## src/verilog/mbu_pkg.sv

```systemverilog
// Memory bank unit shared definitions: unit codes, widths and disabled-state defaults

package mbu_pkg;

   ////////////////////////////////////////////////////////////////////
   // Widths
   ////////////////////////////////////////////////////////////////////

   localparam int DATA_W = 8;                // Bus and bank register width
   localparam int SLOT_W = 3;                // Eight slots per context

   typedef logic [DATA_W-1:0] mbu_data_t;    // One bus byte
   typedef logic [SLOT_W-1:0] mbu_slot_t;    // Slot inside a context

   // Microcode read or write unit code
   typedef logic [4:0] mbu_unit_t;

   ////////////////////////////////////////////////////////////////////
   // Unit codes
   ////////////////////////////////////////////////////////////////////

   localparam mbu_unit_t UNIT_MBN   = 5'b11011;   // Bank register picked by ir
   localparam mbu_unit_t UNIT_MBP   = 5'b11100;   // Bank register 0
   localparam mbu_unit_t UNIT_CTX_A = 5'b11101;   // Context register
   localparam mbu_unit_t UNIT_CTX_B = 5'b11110;   // Context register, second code

   // Prefix of the four write-AR codes on waddr
   localparam logic [2:0] AR_GROUP = 3'b001;

   // MBP lives in slot 0 of every context
   localparam mbu_slot_t SLOT_MBP = '0;

   // One unit word, seen either as a whole code or as group plus index.
   // The low two bits of raddr select the slot in index mode.
   typedef union packed {
      mbu_unit_t code;          // Compared against UNIT_*
      struct packed {
         logic [2:0] group;     // AR_GROUP on write-AR
         logic [1:0] idx;       // Index slot
      } ar;
   } mbu_unit_u;

   ////////////////////////////////////////////////////////////////////
   // Disabled-state extended address
   ////////////////////////////////////////////////////////////////////

   // Until the first MBn write the AR sees a fixed page.
   // The front panel switch picks the ROM page or the RAM page.
   localparam mbu_data_t AEXT_DEF_RAM = 8'h00;    // Switch clear
   localparam mbu_data_t AEXT_DEF_ROM = 8'h80;    // Switch set

endpackage

```

## src/verilog/mbu_if.sv

```systemverilog
// Memory bank unit stage links: decoded commands and bank accesses

// Decoder to control stage
interface mbu_cmd_if;
   import mbu_pkg::*;

   logic       rd_mbn;      // MBn onto the bus
   logic       rd_mbp;      // MBP onto the bus
   logic       rd_ctx;      // CTX onto the bus
   logic       wr_mbn;      // Bus into MBn
   logic       wr_mbp;      // Bus into MBP
   logic       wr_ctx;      // Bus into CTX
   logic       war;         // Write-AR, drive aext
   logic       idx_use;     // Write-AR takes slot from raddr_idx
   mbu_slot_t  ir_slot;     // ir[2:0]
   logic [1:0] raddr_idx;   // raddr[1:0]
   mbu_data_t  data;        // Bus value for writes

   modport src (
      output rd_mbn, rd_mbp, rd_ctx, wr_mbn, wr_mbp, wr_ctx, war, idx_use,
      output ir_slot, raddr_idx, data
   );

   modport dst (
      input  rd_mbn, rd_mbp, rd_ctx, wr_mbn, wr_mbp, wr_ctx, war, idx_use,
      input  ir_slot, raddr_idx, data
   );
endinterface


```

## src/verilog/mbu_decoder.sv

```systemverilog
// Memory bank unit stage 1, decodes the unit codes and tracks index mode

module mbu_decoder (
   input  logic               clk4,      // Processor clock
   input  logic               rst_n,
   input  mbu_pkg::mbu_unit_t raddr,     // Read unit code
   input  mbu_pkg::mbu_unit_t waddr,     // Write unit code
   input  mbu_pkg::mbu_data_t ibus_in,   // Internal bus
   input  mbu_pkg::mbu_slot_t ir,        // Slot field of the instruction
   input  logic               ir_idx,    // Arm index mode
   mbu_cmd_if.src             cmd
);
   import mbu_pkg::*;

   mbu_unit_u r_u;        // raddr, both views
   mbu_unit_u w_u;        // waddr, both views
   logic      rd_mbn_c;
   logic      rd_mbp_c;
   logic      rd_ctx_c;
   logic      wr_mbn_c;
   logic      wr_mbp_c;
   logic      wr_ctx_c;
   logic      war_c;
   logic      idx_use_c;
   logic      idx_q;      // Index mode armed

   assign r_u = raddr;
   assign w_u = waddr;

   ////////////////////////////////////////////////////////////////////
   // Code compare
   ////////////////////////////////////////////////////////////////////

   assign rd_mbn_c = (r_u.code == UNIT_MBN);
   assign rd_mbp_c = (r_u.code == UNIT_MBP);
   assign rd_ctx_c = (r_u.code == UNIT_CTX_A) || (r_u.code == UNIT_CTX_B);

   assign wr_mbn_c = (w_u.code == UNIT_MBN);
   assign wr_mbp_c = (w_u.code == UNIT_MBP);
   assign wr_ctx_c = (w_u.code == UNIT_CTX_A) || (w_u.code == UNIT_CTX_B);

   assign war_c    = (w_u.ar.group == AR_GROUP);   // Any of the four AR codes

   // Strobe in the same cycle counts too
   assign idx_use_c = war_c && (idx_q || ir_idx);

   ////////////////////////////////////////////////////////////////////
   // Registers
   ////////////////////////////////////////////////////////////////////

   always_ff @(posedge clk4 or negedge rst_n) begin
      if (!rst_n) begin
         cmd.rd_mbn  <= 1'b0;
         cmd.rd_mbp  <= 1'b0;
         cmd.rd_ctx  <= 1'b0;
         cmd.wr_mbn  <= 1'b0;
         cmd.wr_mbp  <= 1'b0;
         cmd.wr_ctx  <= 1'b0;
         cmd.war     <= 1'b0;
         cmd.idx_use <= 1'b0;
         idx_q       <= 1'b0;
      end else begin
         cmd.rd_mbn  <= rd_mbn_c;
         cmd.rd_mbp  <= rd_mbp_c;
         cmd.rd_ctx  <= rd_ctx_c;
         cmd.wr_mbn  <= wr_mbn_c;
         cmd.wr_mbp  <= wr_mbp_c;
         cmd.wr_ctx  <= wr_ctx_c;
         cmd.war     <= war_c;
         cmd.idx_use <= idx_use_c;
         idx_q       <= war_c ? 1'b0 : (idx_q | ir_idx);   // Next write-AR consumes it
      end
   end

   // Operands ride along with the flags
   always_ff @(posedge clk4) begin
      cmd.ir_slot   <= ir;
      cmd.raddr_idx <= r_u.ar.idx;
      cmd.data      <= ibus_in;
   end

endmodule

```

## src/flat_wrapper.sv

```systemverilog
// flat-port wrapper written by rule: the top's interface ports become plain ports
module mbu_decoder_flat import mbu_pkg::*;
  (clk4, rst_n, raddr, waddr, ibus_in, ir, ir_idx, cmd_rd_mbn, cmd_rd_mbp, cmd_rd_ctx, cmd_wr_mbn, cmd_wr_mbp, cmd_wr_ctx, cmd_war, cmd_idx_use, cmd_ir_slot, cmd_raddr_idx, cmd_data);
  mbu_cmd_if cmd_i ();
  input  logic clk4;
  input  logic rst_n;
  input  mbu_pkg::mbu_unit_t raddr;
  input  mbu_pkg::mbu_unit_t waddr;
  input  mbu_pkg::mbu_data_t ibus_in;
  input  mbu_pkg::mbu_slot_t ir;
  input  logic ir_idx;
  output wire logic [$bits(cmd_i.rd_mbn)-1:0] cmd_rd_mbn;
  output wire logic [$bits(cmd_i.rd_mbp)-1:0] cmd_rd_mbp;
  output wire logic [$bits(cmd_i.rd_ctx)-1:0] cmd_rd_ctx;
  output wire logic [$bits(cmd_i.wr_mbn)-1:0] cmd_wr_mbn;
  output wire logic [$bits(cmd_i.wr_mbp)-1:0] cmd_wr_mbp;
  output wire logic [$bits(cmd_i.wr_ctx)-1:0] cmd_wr_ctx;
  output wire logic [$bits(cmd_i.war)-1:0] cmd_war;
  output wire logic [$bits(cmd_i.idx_use)-1:0] cmd_idx_use;
  output wire logic [$bits(cmd_i.ir_slot)-1:0] cmd_ir_slot;
  output wire logic [$bits(cmd_i.raddr_idx)-1:0] cmd_raddr_idx;
  output wire logic [$bits(cmd_i.data)-1:0] cmd_data;
  assign cmd_rd_mbn = cmd_i.rd_mbn;
  assign cmd_rd_mbp = cmd_i.rd_mbp;
  assign cmd_rd_ctx = cmd_i.rd_ctx;
  assign cmd_wr_mbn = cmd_i.wr_mbn;
  assign cmd_wr_mbp = cmd_i.wr_mbp;
  assign cmd_wr_ctx = cmd_i.wr_ctx;
  assign cmd_war = cmd_i.war;
  assign cmd_idx_use = cmd_i.idx_use;
  assign cmd_ir_slot = cmd_i.ir_slot;
  assign cmd_raddr_idx = cmd_i.raddr_idx;
  assign cmd_data = cmd_i.data;
  mbu_decoder u_core (.clk4(clk4), .rst_n(rst_n), .raddr(raddr), .waddr(waddr), .ibus_in(ibus_in), .ir(ir), .ir_idx(ir_idx), .cmd(cmd_i));
endmodule
```

## config.mk

```make
export PLATFORM = sky130hd
export DESIGN_NAME = mbu_decoder_flat
export DESIGN_NICKNAME = d
export VERILOG_FILES = /design/src/verilog/mbu_pkg.sv /design/src/verilog/mbu_if.sv /design/src/verilog/mbu_decoder.sv /design/src/flat_wrapper.sv
export SDC_FILE = /design/constraint.sdc
export NUM_CORES = 1
export LEC_CHECK = 0
export BUFFER_PORTS_ARGS = -buffer_cell sky130_fd_sc_hd__buf_2
export CORE_UTILIZATION = 35
export CTS_CLUSTER_SIZE = 25
export DETAILED_ROUTE_END_ITERATION = 8
export HOLD_SLACK_MARGIN = 0.12
export PLACE_DENSITY_LB_ADDON = 0.12
export SYNTH_ARGS = -nofsm -noshare
export SYNTH_HDL_FRONTEND = slang
export SYNTH_SLANG_ARGS = --single-unit
```

## constraint.sdc

```tcl
create_clock -name clk4 -period 1.75 [get_ports clk4]
set_input_delay 0.175 -clock clk4 [delete_from_list [all_inputs] [get_ports clk4]]
set_output_delay 0.175 -clock clk4 [all_outputs]
set_load 0.03 [all_outputs]
```

Word level (Yosys, flattened, before mapping):

Index checks and enable logic that the tools add are counted.
Widths: inputs -> output; s select.

* bitwise logic cells: 1
* multiplexer cells: 1
* add/sub/neg operators: 0
* $mul: 0
* order comparisons: 0
* reduce and logical (&&, ||, !) cells: 4
* div/mod/pow operators: 0
* equal/unequal tests: 9
* shift-type cells: 0

Operators with widths (count)
* $eq 5x5->1 const B: 8
* $eq 3x1->1 const B: 1
* $logic_or 1x1->1: 3
* $logic_and 1x1->1: 1
* $mux 1: 1
* $or 1x1->1: 1

* bits in read-only memories: 0
* memories: 0
* bits in latches: 0
* word-level logic and storage cells: 27
* input bits: 24
* output and inout port bits: 21
* RAM bits: 0
* flip-flop bits (word level): 22

Depth between registers and ports, before layout:

Gate-level depths: netlist of the first run.

* depth after elaboration: 2
* depth in mapped cells: 2

Worst setup path before layout of the first run:

No wires, ideal clock.

* path type: reg2reg
* start point: reg u_core.idx_q
* end point: reg u_core.cmd.idx_use
* data arrival time: 641 ps
* path slack: 989 ps
* required time: 1630 ps
* stages on the path, launching flop included: 3
* setup time: 120 ps
* path buffers: 0
* path through: dfrtp_1 > nor2_1 > and2b_2

* longest elaborated chain between the ends: 2

Ends and longest elaborated chain
* from (decl): line mbu_decoder.sv:25 `logic idx_q;`
* from (signal assigned): line mbu_decoder.sv:71 `idx_q <= war_c ? 1'b0 : (idx_q | ir_idx);`
* $logic_or 1x1->1: line mbu_decoder.sv:45 `assign idx_use_c = war_c && (idx_q || ir_idx);`
* $logic_and 1x1->1: line mbu_decoder.sv:45
* via u_core.idx_use_c: line mbu_decoder.sv:24 `logic idx_use_c;`
* to (signal assigned): line mbu_decoder.sv:70 `cmd.idx_use <= idx_use_c;`
* to (decl): line mbu_if.sv:20 `output rd_mbn, rd_mbp, rd_ctx, wr_mbn, wr_mbp, wr_ctx, war, idx_use,`

The timed path passes the listed nets, and every way through them passes these cells.

Worst setup path in the final report of the first run:

* start point: in waddr[4]
* end point: reg u_core.cmd.wr_mbp

* longest elaborated chain between the ends: 1

Ends and longest elaborated chain
* from (decl): line flat_wrapper.sv:8 `input mbu_pkg::mbu_unit_t waddr;`
* $eq 5x5->1: line mbu_decoder.sv:39 `assign wr_mbp_c = (w_u.code == UNIT_MBP);`
* via u_core.wr_mbp_c: line mbu_decoder.sv:21 `logic wr_mbp_c;`
* to (signal assigned): line mbu_decoder.sv:67 `cmd.wr_mbp <= wr_mbp_c;`
* to (decl): line mbu_if.sv:20

The timed path passes the listed nets, and every way through them passes these cells.

==> flow_metrics.tcl, run 1 <==
set metrics [dict create \
    cts_made_buffers 3 \
    power_mw 0.9488 \
    drt_first_pass_iters 3 \
    grt_pass1_wl_um 2277 \
    endpoint_kind "register" \
    drive_above_1_share_pct 45.87 \
    clk_pin_slew_worst_paths_ns 0.12 \
    seq_area_frac_synth_pct 82.91 \
    seq_power_share_pct 55.9 \
    arrival_ns 1.66 \
    area_growth_pct 86.54 \
    rows 14 \
    synth_top_area_share_pct 44.44 \
    cts_tree "built" \
    gp_congestion 0.6316 \
    slew_headroom_pct 86.66 \
    syn_nets 62 \
    drt_iter0_markers 5 \
    syn_avg_cell_area_um2 15.41 \
    yosysTopAreaCell "dfxtp_1" \
    detail-route-antenna-nets 0 \
    fin_crit_ns 1.418 \
    worst_pin_slew_ns 0.2000 \
    crit_fanout 3 \
    syn_area_um2 585.6 \
    grt_usage_pct 17.23 \
    die_area_um2 1840 \
    wl_per_cell_um 11.37 \
    ir_drop_mv 0.5266 \
    setup_tns_ns 0 \
    grt_pass1_vias 546 \
    grt_max_degree 13 \
    num_vias 534 \
    routed_via_density 4.272 \
    diodes 0 \
    pwr_density_cell_nw_per_um2 868.6 \
    switching_share_pct 23.82 \
    start_util_pct 37.99 \
    cts_setup_buffers 0 \
    ctsResizeCount 0 \
    crit_type "primary input to register" \
    n_fill_cell 117 \
    multi_input_area_um2 100.1 \
    drc_errors 0 \
    max_freq_mhz 705.2 \
    grt_overflow 0 \
    power.share.combinational_pct 15.6 \
    power_frac_clock_pct 28.4 \
    cts_max_path_buffers 2 \
    synth_warnings 0 \
    p_int_mw 0.7228 \
    maxSlewViolCount 0 \
    p_leak_nw 0.5731 \
    fin_skew_ns 0.0003972 \
    p_sw_mw 0.2260 \
    worstSkewPairLatency_ns 0.30 \
    antenna_found_initial 0 \
    finalNetCount 134 \
    yosysUniqueCellTypes 9 \
    root_buffer "clkbuf_4" \
    final-seq-area_um2 485.5 \
    die_w_um 42.90 \
    setup_viol 0 \
    cp.required_ns 2.00 \
    status "completed" \
    synth_area_leaders "dfxtp_1 (44%), dfrtp_1 (38%), nor2_1 (3.8%)" \
    ys_seq_elements 22 \
    finalHoldViolCount 0 \
    rsz0062_at_grt "no" \
    start_kind "primary input" \
    core-area_um2 1541 \
    h-tree-depth 1 \
    synth_cells 38 \
    io_pins 45 \
    numPortBuffers 44 \
    totalWireLength_um 1421 \
    cap_violations 0 \
    holdCritPathClass "primary input to register" \
    die_y_um 42.90 \
    clock_sinks 22 \
    post-route-period-util_pct 81.03 \
]
==> area by class of cell <==
cell class / instances / area share (%)
Multi-Input combinational cell: 16 / 9.164
Clock buffer: 4 / 3.322
Timing Repair Buffer: 67 / 41.24
Sequential cell: 22 / 44.44
Tap cell: 16 / 1.833
==> state kept, by name, indices dropped and copies added, names as in the netlist <==
name	cells
u_core.cmd.idx_use	1
u_core.idx_q	1
u_core.cmd.rd_ctx	1
u_core.cmd.wr_ctx	1
u_core.cmd.raddr_idx	2
u_core.cmd.war	1
u_core.cmd.rd_mbp	1
u_core.cmd.ir_slot	3
u_core.cmd.wr_mbn	1
u_core.cmd.rd_mbn	1
u_core.cmd.wr_mbp	1
u_core.cmd.data	8
==> Yosys cell counts <==
library cell / n
dfrtp_1: 9
nor3_1: 2
xnor2_1: 2
nand3_1: 2
nor3b_4: 1
nor2_1: 6
dfxtp_1: 13
and2b_2: 1
nand4_1: 2
==> power groups by stage <==
stage | Clock, mW | Combinational [mW] | Sequential (mW)
CTS | 0.280 | 0.148 | 0.531
detailed placement | 0 | 0.112 | 0.541
global route | 0.303 | 0.159 | 0.532
floorplan | 0 | 0.0122 | 0.585
global placement | 0 | 0.110 | 0.541
finish | 0.270 | 0.148 | 0.531
==> repair_timing <==
item | CTS | global route
hold buffers | 23 | 0
setup endpoints to repair | 0 | 0
endpoints found under the hold margin | 28 | 0
==> worst max-delay path, stage by stage <==
cell	delay, ns
dlygate4sd3_1	0.53
buf_2	0.14
nand3_1	0.11
nor3_1	0.14
dlygate4sd3_1	0.57
==> routing by layer <==
| metal | global-route usage [%] | routed length [µm] |
|---|---|---|
| met1 | 17.53 | 538 |
| met2 | 31.82 | 767 |
| met3 | 5.106 | 114 |
| met4 | 7.500 | 0 |
| met5 | 0 | 0 |
==> worst paths after layout <==
check | end | cells past startpoint | start | slack, ns
setup / recovery | u_core.cmd.wr_mbp | 5 | waddr[4] | 0.33
hold reg to reg | u_core.idx_q | 2 | u_core.idx_q | 0.50
min in group asynchronous | u_core.cmd.wr_mbp | 2 | rst_n | 0.25
hold / removal | u_core.cmd.rd_ctx | 3 | raddr[4] | 0.14
setup reg to reg | u_core.cmd.idx_use | 2 | u_core.idx_q | 0.95
max in group asynchronous | u_core.cmd.rd_mbn | 2 | rst_n | 1.33
==> layout by cell type, fill, tap and decap left out, types with 2 or more instances in the layout <==
cell and count:
buf_2 44, dfrtp_1 9, dlygate4sd3_1 23, xnor2_1 2
dfxtp_1 13, nand3_1 2, nand4_1 2, nor3_1 2
nor2_1 6, clkbuf_4 3
==> metrics by stage <==
step	instances	area, µm²	worst slack, ns	utilization, %	hold WS, ns
after floorplan	38	585.6	0.9894	-	-0.1206
after global placement	98	825.8	0.9821	53.57	0.03332
after detailed placement	98	825.8	0.9602	53.57	0.03440
after CTS	125	1092	0.3706	70.86	0.1315
after global routing	125	1092	0.2868	70.86	0.1249
final	125	1092	0.3319	70.86	0.1399
==> kinds of logic (layout without fill, tap and decap cells) <==
family / after synthesis / in the layout / share of synthesized area [%]
xor+xnor: 2 / 2 / 2.992
simple gates: 14 / 14 / 14.10
buf+inv: 0 / 71 / 0
flops: 22 / 22 / 82.91
(Power assumes the default switching activity.)
==> run 2: changes to the inputs <==
--- a/config.mk
+++ b/config.mk
@@ -5,6 +5,7 @@
 export SDC_FILE = /design/constraint.sdc
 export NUM_CORES = 1
 export LEC_CHECK = 0
+export ABC_AREA = 1
 export BUFFER_PORTS_ARGS = -buffer_cell sky130_fd_sc_hd__buf_2
 export CORE_UTILIZATION = 35
 export CTS_CLUSTER_SIZE = 25
==> constraint.sdc (replaced) <==
create_clock -name clk4 -period 1.4 [get_ports clk4]
set_input_delay 0.14 -clock clk4 [delete_from_list [all_inputs] [get_ports clk4]]
set_output_delay 0.14 -clock clk4 [all_outputs]
set_load 0.03 [all_outputs]
==> flow_metrics.tcl, run 2 <==
set metrics [dict create \
    gp_congestion 0.6256 \
    ir_drop_mv 0.7005 \
    worst_pin_slew_ns 0.1985 \
    seq_area_frac_synth_pct 80.17 \
    dpl_worst_slack_ns 0.6918 \
    status "finished, violations left" \
    worst-r2r-cell-count 4 \
    maxSlewViolCount 0 \
    arrival_ns 1.56 \
    final_common_cell "buf_2" \
    diodes 0 \
    dp.final_hpwl_um 783.1 \
    max_freq_mhz 732.6 \
    syn_avg_cell_area_um2 11.87 \
    antenna_found_initial 0 \
    violations "design-rule violations" \
    routed_via_density 4.224 \
    reg2reg_from "u_core.idx_q" \
    clock_sinks 22 \
    die_y_um 43.60 \
    r2r-end "u_core.idx_q" \
    top_regs "u_core.cmd.data x8, u_core.cmd.ir_slot x3, u_core.cmd.raddr_idx x2" \
    h-tree-depth 1 \
    grt_max_degree 13 \
    drive_above_1_share_pct 40.94 \
    fin_skew_ns 0.00001013 \
    n_fill_cell 112 \
    setup_tns_ns 0 \
    cts_max_path_buffers 2 \
    post-route-period-util_pct 97.50 \
    synthArstFlopShare_pct 40.91 \
    syn_nets 75 \
    synth_area_leaders "dfxtp_1 (43%), dfrtp_1 (37%), inv_1 (5.6%)" \
    drc_errors 6 \
    setup_viol 0 \
    synth_top_area_share_pct 42.98 \
    detail-route-antenna-nets 0 \
    ys_seq_elements 22 \
    finalNetCount 152 \
    cp.required_ns 1.59 \
    finalHoldViolCount 0 \
    clk_pin_slew_worst_paths_ns 0.11 \
    synth_common_cells "dfxtp_1 (13), dfrtp_1 (9), inv_1 (9), nand2_1 (9), nor2_1 (6)" \
    slew_headroom_pct 86.77 \
    worstSkewPairLatency_ns 0.29 \
    cap_violations 0 \
    yosysUniqueCellTypes 8 \
    numPortBuffers 44 \
    fin_ws_ns 0.03504 \
    core-area_um2 1559 \
    start_kind "primary input" \
    crit_fanout 2 \
    yosys.cell_count.top_type "dfxtp_1" \
    syn_area_um2 605.6 \
    rows 14 \
    holdCritPathClass "primary input to asynchronous set/reset pin" \
    synth_flop_cell "dfxtp_1" \
    most-common-layout-cells "buf_2 (44), dlygate4sd3_1 (28), dfxtp_1 (13), dfrtp_1 (9), inv_1 (8)" \
    die_area_um2 1901 \
    root_buffer "clkbuf_4" \
    rsz0062_at_grt "no" \
    yosysTopAreaCell "dfxtp_1" \
    totalWireLength_um 1597 \
    grt_pass1_wl_um 2449 \
    die_w_um 43.60 \
    synth_edf_count 0 \
    largest_register "u_core.cmd.data" \
    drt_first_pass_iters 5 \
    synth_warnings 0 \
    p_leak_nw 0.6437 \
    cts_setup_buffers 0 \
    grt_pass1_vias 650 \
    critPathLaunch "waddr[1]" \
    io_pins 45 \
    largest_reg_flops 8 \
    drt_iter0_markers 6 \
    wl_per_cell_um 11.17 \
    endpoint_kind "register" \
    grt_usage_pct 18.77 \
    num_vias 604 \
    fin_crit_ns 1.365 \
    crit_end "u_core.cmd.wr_ctx" \
    cts_tree "built" \
    crit_type "primary input to register" \
    cts_made_buffers 3 \
    area_growth_pct 92.77 \
    r2r_slack_ns 0.67 \
    synth_cells 51 \
    pwr_density_cell_nw_per_um2 1024 \
    grt_overflow 0 \
    holdWs_ns 0.2070 \
    start_util_pct 38.84 \
]
-- run 2: changes by cell type after synthesis --
cell     change
inv_1        +9
nand2_1      +9
nand4_1      -2
xnor2_1      -2
and2b_2      -1
nand3_2      +1
nor3b_4      -1
-- run 2: timing repair --
item                       CTS  global route
hold endpoints to repair    31             0
setup endpoints to repair    0             2
gates resized for setup      0             3
hold buffers                29             0
-- run 2: layout make-up --
class / instances / area (µm²) / share of cell area, %
inverter: 9 / 33.78 / 2.894
timing repair buffer: 72 / 500.5 / 42.87
clock buffer: 4 / 36.28 / 3.108
tap: 16 / 20.02 / 1.715
sequential: 22 / 485.5 / 41.59
multi-input combinational: 20 / 91.34 / 7.824
-- run 2: report_power, final --
group	internal (mW)	switching, mW
sequential	0.657	0.00650
clock	0.158	0.173
combinational	0.0952	0.105
-- run 2: worst min-delay path by stage --
stage           from                  to  slack, ns  depth (start not counted)
6_report       rst_n   u_core.cmd.wr_ctx       0.21                          2
5_1_grt        rst_n   u_core.cmd.rd_ctx       0.21                          2
4_1_cts        rst_n   u_core.cmd.wr_ctx       0.20                          2
3_5_place_dp   rst_n   u_core.cmd.wr_ctx     0.0004                          1
3_3_place_gp   rst_n  u_core.cmd.idx_use     -0.004                          1
2_1_floorplan  rst_n  u_core.cmd.idx_use      -0.16                          0
-- run 2: critical path, stage by stage --
cell and delay (ns):
dlygate4sd3_1 0.55, buf_2 0.13, inv_2 0.04, nand2_2 0.05
nand2_2 0.07, nor2_1 0.03, dlygate4sd3_1 0.54
-- run 2: routing by layer --
layer,vias up,global-route usage [%],wire (µm)
met5,-,0,0
met4,0,9.375,8
met3,2,5.417,133
met2,29,40.30,986
met1,272,13.70,469
li1,301,-,-
-- run 2: kinds of logic after synthesis --
logic type             Yosys count  synth area share (%)
buffers and inverters            9                 5.578
DFF                             22                 80.17
and+or+nand+nor                 20                 14.26
-- run 2: stage by stage --
step	cells	util, %	cell area [µm²]	power [mW]
6_report	143	74.88	1167	1.195
5_1_grt	143	74.88	1167	1.263
4_1_cts	144	75.20	1172	1.201
3_5_place_dp	111	54.25	845.8	0.8155
3_3_place_gp	111	54.25	845.8	0.8138
2_1_floorplan	51	-	605.6	0.7498
