## config.mk

```make
export PLATFORM = sky130hd
export DESIGN_NAME = mbu_control_flat
export DESIGN_NICKNAME = d
export VERILOG_FILES = /design/src/verilog/mbu_pkg.sv /design/src/verilog/mbu_if.sv /design/src/verilog/mbu_control.sv /design/src/flat_wrapper.sv
export SDC_FILE = /design/constraint.sdc
export NUM_CORES = 1
export LEC_CHECK = 0
export ABC_AREA = 1
export BUFFER_PORTS_ARGS = -buffer_cell sky130_fd_sc_hd__buf_2
export CORE_MARGIN = 1
export CORE_UTILIZATION = 34
export DETAILED_ROUTE_END_ITERATION = 10
export GPL_ROUTABILITY_DRIVEN = 1
export PLACE_DENSITY = 0.74
export SETUP_SLACK_MARGIN = 0.15
export SYNTH_ARGS = -nofsm -noshare
export SYNTH_HDL_FRONTEND = slang
export SYNTH_SLANG_ARGS = --single-unit
```

## constraint.sdc

```tcl
create_clock -name clk4 -period 0.8 [get_ports clk4]
set_input_delay 0.16 -clock clk4 [delete_from_list [all_inputs] [get_ports clk4]]
set_output_delay 0.16 -clock clk4 [all_outputs]
set_load 0.005 [all_outputs]
```

## src/verilog/mbu_pkg.sv

```systemverilog
// Memory bank unit shared definitions: unit codes, widths and disabled-state defaults

package mbu_pkg;

   ////////////////////////////////////////////////////////////////////
   // Widths
   ////////////////////////////////////////////////////////////////////

   localparam int DATA_W = 8;                // Bus and bank register width
   localparam int SLOT_W = 3;                // Eight slots per context

   typedef logic [DATA_W-1:0] mbu_data_t;    // One bus byte
   typedef logic [SLOT_W-1:0] mbu_slot_t;    // Slot inside a context

   // Microcode read or write unit code
   typedef logic [4:0] mbu_unit_t;

   ////////////////////////////////////////////////////////////////////
   // Unit codes
   ////////////////////////////////////////////////////////////////////

   localparam mbu_unit_t UNIT_MBN   = 5'b11011;   // Bank register picked by ir
   localparam mbu_unit_t UNIT_MBP   = 5'b11100;   // Bank register 0
   localparam mbu_unit_t UNIT_CTX_A = 5'b11101;   // Context register
   localparam mbu_unit_t UNIT_CTX_B = 5'b11110;   // Context register, second code

   // Prefix of the four write-AR codes on waddr
   localparam logic [2:0] AR_GROUP = 3'b001;

   // MBP lives in slot 0 of every context
   localparam mbu_slot_t SLOT_MBP = '0;

   // One unit word, seen either as a whole code or as group plus index.
   // The low two bits of raddr select the slot in index mode.
   typedef union packed {
      mbu_unit_t code;          // Compared against UNIT_*
      struct packed {
         logic [2:0] group;     // AR_GROUP on write-AR
         logic [1:0] idx;       // Index slot
      } ar;
   } mbu_unit_u;

   ////////////////////////////////////////////////////////////////////
   // Disabled-state extended address
   ////////////////////////////////////////////////////////////////////

   // Until the first MBn write the AR sees a fixed page.
   // The front panel switch picks the ROM page or the RAM page.
   localparam mbu_data_t AEXT_DEF_RAM = 8'h00;    // Switch clear
   localparam mbu_data_t AEXT_DEF_ROM = 8'h80;    // Switch set

endpackage

```

## src/verilog/mbu_if.sv

```systemverilog
// Memory bank unit stage links: decoded commands and bank accesses

// Decoder to control stage
interface mbu_cmd_if;
   import mbu_pkg::*;

   logic       rd_mbn;      // MBn onto the bus
   logic       rd_mbp;      // MBP onto the bus
   logic       rd_ctx;      // CTX onto the bus
   logic       wr_mbn;      // Bus into MBn
   logic       wr_mbp;      // Bus into MBP
   logic       wr_ctx;      // Bus into CTX
   logic       war;         // Write-AR, drive aext
   logic       idx_use;     // Write-AR takes slot from raddr_idx
   mbu_slot_t  ir_slot;     // ir[2:0]
   logic [1:0] raddr_idx;   // raddr[1:0]
   mbu_data_t  data;        // Bus value for writes

   modport src (
      output rd_mbn, rd_mbp, rd_ctx, wr_mbn, wr_mbp, wr_ctx, war, idx_use,
      output ir_slot, raddr_idx, data
   );

   modport dst (
      input  rd_mbn, rd_mbp, rd_ctx, wr_mbn, wr_mbp, wr_ctx, war, idx_use,
      input  ir_slot, raddr_idx, data
   );
endinterface

// Control stage to bank file
interface mbu_acc_if;
   import mbu_pkg::*;

   logic      rd_mb;        // Bank slot onto the bus
   logic      wr_mb;        // Bus into bank slot
   logic      enable_set;   // MBn write, leave disabled state
   logic      rd_ctx;       // CTX onto the bus
   logic      wr_ctx;       // Bus into CTX
   logic      war;          // Bank slot onto aext
   mbu_slot_t slot;         // Granted slot
   mbu_data_t data;         // Write value

   modport src (output rd_mb, wr_mb, enable_set, rd_ctx, wr_ctx, war, slot, data);
   modport dst (input  rd_mb, wr_mb, enable_set, rd_ctx, wr_ctx, war, slot, data);
endinterface

```

## src/verilog/mbu_control.sv

```systemverilog
// Memory bank unit stage 2, maps decoded commands onto one bank access

module mbu_control #(
   parameter int CTX_W = 8     // Context width, bank file concern only
) (
   input  logic   clk4,
   input  logic   rst_n,
   mbu_cmd_if.dst cmd,         // Flags from the decoder
   mbu_acc_if.src acc          // Access to the 2**CTX_W context bank file
);
   import mbu_pkg::*;

   logic      wr_any;     // MBn or MBP write
   logic      rd_any;     // MBn or MBP bus read
   logic      rd_ok;      // Bus read won the slot
   mbu_slot_t wr_slot;
   mbu_slot_t rd_slot;
   mbu_slot_t war_slot;
   mbu_slot_t slot_c;     // Granted slot

   ////////////////////////////////////////////////////////////////////
   // Slot selection
   ////////////////////////////////////////////////////////////////////

   assign wr_any  = cmd.wr_mbn | cmd.wr_mbp;
   assign rd_any  = cmd.rd_mbn | cmd.rd_mbp;

   assign wr_slot  = cmd.wr_mbn  ? cmd.ir_slot : SLOT_MBP;
   assign rd_slot  = cmd.rd_mbn  ? cmd.ir_slot : SLOT_MBP;
   assign war_slot = cmd.idx_use ? mbu_slot_t'(cmd.raddr_idx) : cmd.ir_slot;

   // Bank has one address. A write never meets a write-AR (both are waddr
   // codes), so the order is write, then write-AR, then bus read.
   always_comb begin
      if (wr_any)
         slot_c = wr_slot;
      else if (cmd.war)
         slot_c = war_slot;
      else
         slot_c = rd_slot;
   end

   // Bus read on another slot loses and is dropped
   assign rd_ok = rd_any && (rd_slot == slot_c);

   ////////////////////////////////////////////////////////////////////
   // Access register
   ////////////////////////////////////////////////////////////////////

   always_ff @(posedge clk4 or negedge rst_n) begin
      if (!rst_n) begin
         acc.rd_mb      <= 1'b0;
         acc.wr_mb      <= 1'b0;
         acc.enable_set <= 1'b0;
         acc.rd_ctx     <= 1'b0;
         acc.wr_ctx     <= 1'b0;
         acc.war        <= 1'b0;
      end else begin
         acc.rd_mb      <= rd_ok;
         acc.wr_mb      <= wr_any;
         acc.enable_set <= cmd.wr_mbn;     // First MBn write turns the unit on
         acc.rd_ctx     <= cmd.rd_ctx;
         acc.wr_ctx     <= cmd.wr_ctx;
         acc.war        <= cmd.war;
      end
   end

   always_ff @(posedge clk4) begin
      acc.slot <= slot_c;
      acc.data <= cmd.data;
   end

endmodule

```

## src/flat_wrapper.sv

```systemverilog
// flat-port wrapper written by rule: the top's interface ports become plain ports
module mbu_control_flat import mbu_pkg::*;
#(
   parameter int CTX_W = 8                                             
)
  (clk4, rst_n, cmd_rd_mbn, cmd_rd_mbp, cmd_rd_ctx, cmd_wr_mbn, cmd_wr_mbp, cmd_wr_ctx, cmd_war, cmd_idx_use, cmd_ir_slot, cmd_raddr_idx, cmd_data, acc_rd_mb, acc_wr_mb, acc_enable_set, acc_rd_ctx, acc_wr_ctx, acc_war, acc_slot, acc_data);
  mbu_cmd_if cmd_i ();
  mbu_acc_if acc_i ();
  input  logic clk4;
  input  logic rst_n;
  input wire logic [$bits(cmd_i.rd_mbn)-1:0] cmd_rd_mbn;
  input wire logic [$bits(cmd_i.rd_mbp)-1:0] cmd_rd_mbp;
  input wire logic [$bits(cmd_i.rd_ctx)-1:0] cmd_rd_ctx;
  input wire logic [$bits(cmd_i.wr_mbn)-1:0] cmd_wr_mbn;
  input wire logic [$bits(cmd_i.wr_mbp)-1:0] cmd_wr_mbp;
  input wire logic [$bits(cmd_i.wr_ctx)-1:0] cmd_wr_ctx;
  input wire logic [$bits(cmd_i.war)-1:0] cmd_war;
  input wire logic [$bits(cmd_i.idx_use)-1:0] cmd_idx_use;
  input wire logic [$bits(cmd_i.ir_slot)-1:0] cmd_ir_slot;
  input wire logic [$bits(cmd_i.raddr_idx)-1:0] cmd_raddr_idx;
  input wire logic [$bits(cmd_i.data)-1:0] cmd_data;
  output wire logic [$bits(acc_i.rd_mb)-1:0] acc_rd_mb;
  output wire logic [$bits(acc_i.wr_mb)-1:0] acc_wr_mb;
  output wire logic [$bits(acc_i.enable_set)-1:0] acc_enable_set;
  output wire logic [$bits(acc_i.rd_ctx)-1:0] acc_rd_ctx;
  output wire logic [$bits(acc_i.wr_ctx)-1:0] acc_wr_ctx;
  output wire logic [$bits(acc_i.war)-1:0] acc_war;
  output wire logic [$bits(acc_i.slot)-1:0] acc_slot;
  output wire logic [$bits(acc_i.data)-1:0] acc_data;
  assign cmd_i.rd_mbn = cmd_rd_mbn;
  assign cmd_i.rd_mbp = cmd_rd_mbp;
  assign cmd_i.rd_ctx = cmd_rd_ctx;
  assign cmd_i.wr_mbn = cmd_wr_mbn;
  assign cmd_i.wr_mbp = cmd_wr_mbp;
  assign cmd_i.wr_ctx = cmd_wr_ctx;
  assign cmd_i.war = cmd_war;
  assign cmd_i.idx_use = cmd_idx_use;
  assign cmd_i.ir_slot = cmd_ir_slot;
  assign cmd_i.raddr_idx = cmd_raddr_idx;
  assign cmd_i.data = cmd_data;
  assign acc_rd_mb = acc_i.rd_mb;
  assign acc_wr_mb = acc_i.wr_mb;
  assign acc_enable_set = acc_i.enable_set;
  assign acc_rd_ctx = acc_i.rd_ctx;
  assign acc_wr_ctx = acc_i.wr_ctx;
  assign acc_war = acc_i.war;
  assign acc_slot = acc_i.slot;
  assign acc_data = acc_i.data;
  mbu_control #(.CTX_W(CTX_W)) u_core (.clk4(clk4), .rst_n(rst_n), .cmd(cmd_i), .acc(acc_i));
endmodule
```

; Word level (Yosys, flattened, before mapping)
; Cells that the tools add are included.
[totals]
output_inout_bits = 17
elab_cells = 17
inputBits = 23
reg_bits = 17
[op_classes]
eq_ne = 1
reduce_logical = 1
muxes = 5
n_bitwise = 2
[op_table]
columns = cell, n
row1 = $mux W3, 5
row2 = $eq A3 B3 Y1, 1
row3 = $or A1 B1 Y1, 2
row4 = $logic_and A1 B1 Y1, 1

; Depth between registers and ports, before layout
; Gate-level depths: netlist of run 1.
[depth]
ltp_word = 5
depth_mapped = 10
depth_no_buf = 10

; Least setup slack after synthesis of run 1
; Ideal clock, no wire load.
[synth_timing]
path_kind = input to register
start = input port cmd_wr_mbp
end = register u_core.acc.rd_mb
t_arrival_ps = 701
t_required_ps = 731
setup_time_ps = 69
setup_slack_ps = 30
path_buffers = 0
stages = 9
path_cell_list = nor2_2 nand2_1 inv_2 nand2_2 nand2_2 nand2_1 nand2_1 nand2_1 nor2_2
[synth_via]
elab_chain_cells = 4
[synth_lines]
columns = element, line_no
row1 = "start, declared", flat_wrapper.sv:15  ; input wire logic [$bits(cmd_i.wr_mbp)-1:0] cmd_wr_mbp;
row2 = $or A1 B1 Y1, mbu_control.sv:25  ; assign wr_any = cmd.wr_mbn | cmd.wr_mbp;
row3 = $mux W3, mbu_control.sv:35  ; if (wr_any)
row4 = via u_core.slot_c[0], mbu_control.sv:19  ; mbu_slot_t slot_c;
row5 = $eq A3 B3 Y1, mbu_control.sv:44  ; assign rd_ok = rd_any && (rd_slot == slot_c);
row6 = $logic_and A1 B1 Y1, mbu_control.sv:44
row7 = via u_core.rd_ok, mbu_control.sv:15  ; logic rd_ok;
row8 = "end signal, assigned", mbu_control.sv:59  ; acc.rd_mb <= rd_ok;
row9 = "end, declared", mbu_if.sv:43  ; modport src (output rd_mb, wr_mb, enable_set, rd_ctx, wr_ctx, war, slot, data);
; The timed path passes the listed nets, and every way through them passes these cells.

; Worst setup path after layout of run 1
[layout_timing]
start = register u_core.acc.war
end = output port acc_war
[layout_rtl]
columns = element, line_no
row1 = "start, declared", mbu_if.sv:43
row2 = "end, declared", flat_wrapper.sv:27  ; output wire logic [$bits(acc_i.war)-1:0] acc_war;
; No word-level cell between the ends.

==> results of run 1 <==
-- worst max path at each step --
stage	start	end	cells after the start
finish	u_core.acc.war$_DFF_PN0_	acc_war	1
global route	u_core.acc.war$_DFF_PN0_	acc_war	1
CTS	u_core.acc.war$_DFF_PN0_	acc_war	1
detailed placement	cmd_rd_mbn	u_core.acc.rd_mb$_DFF_PN0_	8
global placement	cmd_rd_mbn	u_core.acc.rd_mb$_DFF_PN0_	8
floorplan	cmd_ir_slot[0]	u_core.acc.rd_mb$_DFF_PN0_	10
-- kinds of logic after synthesis --
kind of cell	count (synthesis)	share of synthesized area (%)
flip-flops	17	65.2
AO/OA/AOI/OAI	1	0.880
AND/OR/NAND/NOR	35	28.0
buffers and inverters	9	5.95
-- cells in the mapped netlist --
cell type	n	area, um^2
sky130_fd_sc_hd__inv_1	7	26.3
sky130_fd_sc_hd__dfrtp_1	6	150
sky130_fd_sc_hd__dfxtp_1	11	220
sky130_fd_sc_hd__o21ai_1	1	5.00
sky130_fd_sc_hd__nand2_2	5	31.3
sky130_fd_sc_hd__inv_2	2	7.51
sky130_fd_sc_hd__nand3_1	8	40.0
sky130_fd_sc_hd__nand2_1	20	75.1
sky130_fd_sc_hd__nor2_2	2	12.5
-- final cells by class --
type                    count  share of cell area [%]
clock buffers               3                    2.22
clock inverters             1                   0.494
inverters                   9                    3.34
multi-input cells          36                    17.7
flip-flops and latches     17                    36.7
well taps                  16                    1.98
repair buffers             58                    37.6
-- state kept, by name, summed over array words and instances, names as in the netlist --
name,flops
u_core.acc.data,8
u_core.acc.war,1
u_core.acc.enable_set,1
u_core.acc.rd_ctx,1
u_core.acc.wr_mb,1
u_core.acc.slot,3
u_core.acc.rd_mb,1
u_core.acc.wr_ctx,1
-- routing by layer --
metal | global-route usage, % | vias to the layer above | share of wire (%)
met4 | 5.63 | 0 | 0.51
met2 | 28.5 | 47 | 49
met5 | 0 | - | 0
met3 | 4.68 | 2 | 11
li1 | - | 311 | -
met1 | 18.4 | 269 | 39
-- repair_timing --
action                                  4_1_cts  5_1_grt
hold buffers                                 11        0
gates cloned                                  0        0
gates resized for setup                       1        8
pin swaps                                     1        8
endpoints found under the setup margin       18       18
endpoints found under the hold margin        16        0
-- power by group --
part | switching, mW | internal, mW
sequential | 0.0111 | 0.901
combinational | 0.133 | 0.176
clock | 0.234 | 0.185
total | 0.378 | 1.26
-- through the flow --
stage	TNS [ns]	hold slack (ns)	setup slack (ns)	total power [mW]
final	-1.34	0.109	-0.131	1.64
after global routing	-2.04	0.0969	-0.182	1.74
after CTS	-1.55	0.153	-0.149	1.65
after detailed placement	-0.223	-0.0108	-0.181	1.19
after global placement	-0.213	-0.0151	-0.185	1.18
after floorplan	0	-0.136	0.0597	1.02
==> summary.txt, run 1 <==
Status
  • Violations in the final reports: setup timing
  • Result of the run: finished, violations left

Logic synthesis
  • Distinct cell type count after synthesis: 9
  • Post-synthesis instance total: just over 60
  • Post-Syn Nets: between 80 and 90
  • Average size of a mapped cell: around 9 um^2
  • Flops & latches, synth: 17
  • Synthesized area: 568 um^2
  • Proportion of synthesized chip area in sequential cells: between 60% and 70%
  • Count of yosys warnings during synthesis: 0

Placement
  • Number of buffers inserted by port buffering: 39
  • Final RePlAce weighted congestion: around 0.81
  • Placed cells: around 130
  • Total placed instance area: 853 um^2
  • Half-perimeter wire length of the detailed placement result: roughly 1000 um

Cells and area
  • Final standard cell utilization of the core: approximately 66%
  • Area of the multi-input gates: roughly 180 um^2
  • Commonest cells after routing, fill and taps aside: sky130_fd_sc_hd__buf_2 (36), sky130_fd_sc_hd__nand2_1 (18), sky130_fd_sc_hd__dlygate4sd3_1 (11), sky130_fd_sc_hd__buf_4 (10), sky130_fd_sc_hd__dfxtp_1 (10)
  • Ant. Diodes: 0
  • Count of filler cells inserted in the layout: roughly 120
  • Number of nets in the layout: ~150
  • Design area: around 0.001 mm^2
  • Fraction of final layout cells sized beyond drive strength 1: just over 50%
  • Non-filler instance count after layout: 140
  • Area growth from synthesis to layout: 78.2%
  • Most common library cell in the layout ignoring fill and taps: sky130_fd_sc_hd__buf_2
  • Area occupied by registers: 372 um^2

STA
  • Number of failing hold endpoints at the final stage: 0
  • Slew at the pin closest to its max-slew limit: ~0.14 ns
  • Slew Limit Headroom: between 90% and 100%
  • Unrepaired setup endpoints after global routing: true
  • # setup viols final: 17
  • Max Transition Viols Final: 0
  • Period Utilization, post-route: 116%
  • Max Fclk: 1.07 GHz
  • Worst Setup Slack, final: -0.131 ns
  • Final critical delay including setup and external delays: roughly 0.93 ns

Hold path
  • WHS Endpoint: u_core.acc.enable_set$_DFF_PN0_
  • Cell depth of the worst min-delay path: 2
  • Class of the tightest hold or removal check: in -> reg
  • Worst Hold Launch: cmd_wr_mbn

Setup path
  • Slowest cell on crit path: sky130_fd_sc_hd__dfrtp_1
  • Data required time at the worst endpoint: about 0.64 ns
  • Worst path bufs/invs: 1
  • Setup Crit Path Kind: reg -> out
  • Crit path largest cell delay: 0.38 ns
  • CP Cell Sequence: buf_2
  • Critical Path Source Type: flip-flop
  • Signal arrival time at the worst endpoint: around 0.77 ns
  • Crit Path Max Fanout: 1
  • Crit-path leading delay family: flip-flops
  • Worst Setup End Kind: primary output

Global route
  • Global route overflow: 0
  • Number of antenna violations at the first check in global routing: 0
  • First-pass GRT wire length: 2.24 mm
  • Pin count of the biggest net entering global routing: 11
  • Number of global-route vias before repair: 552
  • GRT Total Usage: between 10% and 20%

Clocking
  • Number of clock sinks seen by CTS: 17
  • Setup fix buffers added after clock tree synthesis: 0
  • Clock tree from TritonCTS: done
  • TritonCTS buffer count: 3
  • Clock buffer depth: 2
  • Clock slew seen by the registers of the worst setup and hold paths: around 0.090 ns
  • H-tree depth: 1
  • Buffer type at the clock tree root: sky130_fd_sc_hd__clkbuf_4

Routing
  • Via count: roughly 630
  • Total length of routed wires: between 1 and 1.5 mm
  • Detailed-routing iteration count for the pre-antenna-repair pass: 4
  • Residual DRC: 0
  • Antenna Violating Nets Remaining: 0
  • Per-cell via count in the routed design: approximately 4.5
  • Wire length per cell after detailed routing: between 9 and 10 um
  • Starting DRC count in detailed routing: 8

Flow run
  • Reported max-cap violation count: 0

Floorplan
  • Die Footprint: approximately 0.0018 mm^2
  • Core area: between 0.0015 and 0.002 mm^2
  • Effective utilization at floorplan: between 30% and 40%
  • Number of placement rows: 14
  • I/O pins: 40
  • Die height: about 43 um
  • X dimension of the die: between 40 and 50 um

Pwr
  • Leakage: between 0.5 and 0.6 nW
  • Worst supply voltage drop on vdd: 0.663 mV
  • Power Density: approximately 1600 mW/mm^2
No activity file was read; power rests on OpenSTA's default activity.
==> run 2: changes to the inputs <==
--- a/config.mk
+++ b/config.mk
@@ -11,7 +11,7 @@
 export CORE_UTILIZATION = 34
 export DETAILED_ROUTE_END_ITERATION = 10
 export GPL_ROUTABILITY_DRIVEN = 1
-export PLACE_DENSITY = 0.74
+export PLACE_DENSITY = 0.77
 export SETUP_SLACK_MARGIN = 0.15
 export SYNTH_ARGS = -nofsm -noshare
 export SYNTH_HDL_FRONTEND = slang
==> run 2 against run 1 <==
  * The run still ends with setup timing left
  * Fmax fell by 0.96%
  * Global-route usage up 1.8 points
  * Setup slack worse by 0.0091 ns
  * Core utilization increased by 3.5 points
  * Hold slack better by 0.0068 ns
  * Clock power about the same
  * Largest power group unchanged
==> summary.txt, run 2 (synthesized netlist as in run 1, its figures left out) <==
Status
  • Result of the run: finished, violations left
  • Violations in the final reports: setup timing

STA
  • Final critical delay including setup and external delays: between 0.9 and 1 ns
  • Slew Limit Headroom: a little under 90%
  • Period Utilization, post-route: 118%
  • Max Transition Viols Final: 0
  • Max Fclk: ~1.1 GHz
  • Number of failing hold endpoints at the final stage: 0
  • Unrepaired setup endpoints after global routing: true
  • Slew at the pin closest to its max-slew limit: between 0.15 and 0.2 ns
  • Worst Setup Slack, final: -0.140 ns
  • # setup viols final: 17

Placement
  • Placed cells: approximately 130
  • Number of buffers inserted by port buffering: 39
  • Half-perimeter wire length of the detailed placement result: 983 um
  • Final RePlAce weighted congestion: between 0.8 and 0.9
  • Total placed instance area: just under 900 um^2

Floorplan
  • I/O pins: 40
  • Die Footprint: about 0.0018 mm^2
  • Number of placement rows: 14
  • Die height: 42.9 um
  • Core area: 0.00154 mm^2
  • Effective utilization at floorplan: 36.9%
  • X dimension of the die: between 40 and 50 um

Cells and area
  • Most common library cell in the layout ignoring fill and taps: sky130_fd_sc_hd__buf_2
  • Number of nets in the layout: 151
  • Count of filler cells inserted in the layout: between 100 and 150
  • Ant. Diodes: 0
  • Area growth from synthesis to layout: 87.7%
  • Non-filler instance count after layout: around 140
  • Fraction of final layout cells sized beyond drive strength 1: a little under three fifths
  • Design area: between 0.001 and 0.0015 mm^2
  • Register name with the most flops: u_core.acc.data
  • Largest registers: u_core.acc.data: 8 flops, u_core.acc.slot: 3 flops
  • Commonest cells after routing, fill and taps aside: sky130_fd_sc_hd__buf_2 (34), sky130_fd_sc_hd__nand2_1 (18), sky130_fd_sc_hd__buf_4 (13), sky130_fd_sc_hd__dlygate4sd3_1 (8), sky130_fd_sc_hd__dfxtp_1 (8)
  • Flip-flop count of the largest register, all copies and words added: 8

Flow run
  • Reported max-cap violation count: 0

Global route
  • Number of antenna violations at the first check in global routing: 0
  • First-pass GRT wire length: approximately 2.4 mm
  • GRT Total Usage: approximately 18%
  • Global route overflow: 0
  • Pin count of the biggest net entering global routing: 11
  • Number of global-route vias before repair: 566

Routing
  • Met3 routed wirelength: about 160 um
  • Total length of routed wires: roughly 1.5 mm
  • Routed length on met2: approximately 840 um
  • Residual DRC: 0
  • Top routing layer used: met4
  • Via count: around 630
  • Wire length per cell after detailed routing: around 11 um
  • Detailed-routing iteration count for the pre-antenna-repair pass: 4
  • Antenna Violating Nets Remaining: 0
  • Per-cell via count in the routed design: 4.38
  • Starting DRC count in detailed routing: 7
  • Post-Route M1 WL: ~520 um

Pwr
  • Leakage: between 0.6 and 0.7 nW
  • Power Density: 1570 mW/mm^2
  • Worst supply voltage drop on vdd: around 0.57 mV

Clocking
  • Clock buffer depth: 2
  • TritonCTS buffer count: 3
  • H-tree depth: 1
  • Number of clock sinks seen by CTS: 17
  • Clock tree from TritonCTS: done
  • Clock slew seen by the registers of the worst setup and hold paths: 0.09 ns
  • Buffer type at the clock tree root: sky130_fd_sc_hd__clkbuf_4

Setup path
  • Worst Setup End Kind: primary output
  • Signal arrival time at the worst endpoint: between 0.7 and 0.8 ns
  • Slowest cell on crit path: sky130_fd_sc_hd__dfrtp_1
  • Setup Crit Path Kind: reg -> out
  • Crit Path Max Fanout: 1
  • Critical Path Source Type: flip-flop
  • Crit path largest cell delay: about 0.38 ns
  • Worst path bufs/invs: 1
  • Crit-path leading delay family: flip-flops
  • Data required time at the worst endpoint: 0.64 ns
  • CP Cell Sequence: buf_2

Hold path
  • Class of the tightest hold or removal check: in -> reg
run 2: cell count changes in the layout (fill, tap and decap cells not counted), sizes merged:
cell          previous run  this run
buf                     47        50
dlygate4sd3             11         8
dlymetal6s4s             0         3
run 2: worst paths after layout:
kind / start / to / slack, ns / depth (start not counted)
min in group asynchronous: rst_n / u_core.acc.rd_mb$_DFF_PN0_ / 0.23 / 2
setup / recovery: u_core.acc.wr_ctx$_DFF_PN0_ / acc_wr_ctx / -0.14 / 1
max in group asynchronous: rst_n / u_core.acc.enable_set$_DFF_PN0_ / 0.43 / 2
hold / removal: cmd_wr_mbn / u_core.acc.enable_set$_DFF_PN0_ / 0.12 / 2
run 2: final cells by class:
| type | instances | area (um^2) | share of cell area, % |
|---|---|---|---|
| multi-input cells | 36 | 184 | 17.3 |
| inverters | 9 | 33.8 | 3.17 |
| repair buffers | 61 | 427 | 40.0 |
| clock buffers | 3 | 22.5 | 2.11 |
| flip-flops and latches | 17 | 374 | 35.1 |
| well taps | 16 | 20.0 | 1.88 |
| clock inverters | 1 | 5.00 | 0.469 |
run 2: repair_timing:
action | CTS | global route
hold buffers | 11 | 0
cloned | 0 | 0
hold endpoints to repair | 16 | 0
endpoints found under the setup margin | 18 | 19
pin swaps | 5 | 5
buffers inserted | 0 | 1
resized for setup | 3 | 15
run 2: report_power, final:
part / switching, mW / internal, mW
logic: 0.141 / 0.195
registers: 0.0124 / 0.902
clock network: 0.233 / 0.185
run 2: routing by layer:
metal / vias up / GRT usage, %
li1: 318 / -
met1: 271 / 18.9
met2: 35 / 33.9
met3: 2 / 3.40
met4: 0 / 7.50
met5: - / 0
run 2: stage by stage:
stage	hold slack, ns	worst slack [ns]	TNS, ns	total power, mW	utilization [%]
after floorplan	-0.136	0.0597	0	1.02	-
after global placement	-0.0158	-0.147	-0.172	1.18	56.3
after global routing	0.105	-0.182	-1.98	1.76	69.2
after detailed placement	-0.00753	-0.169	-0.217	1.19	56.3
final	0.116	-0.140	-1.37	1.67	69.2
after CTS	0.110	-0.146	-1.36	1.65	65.9
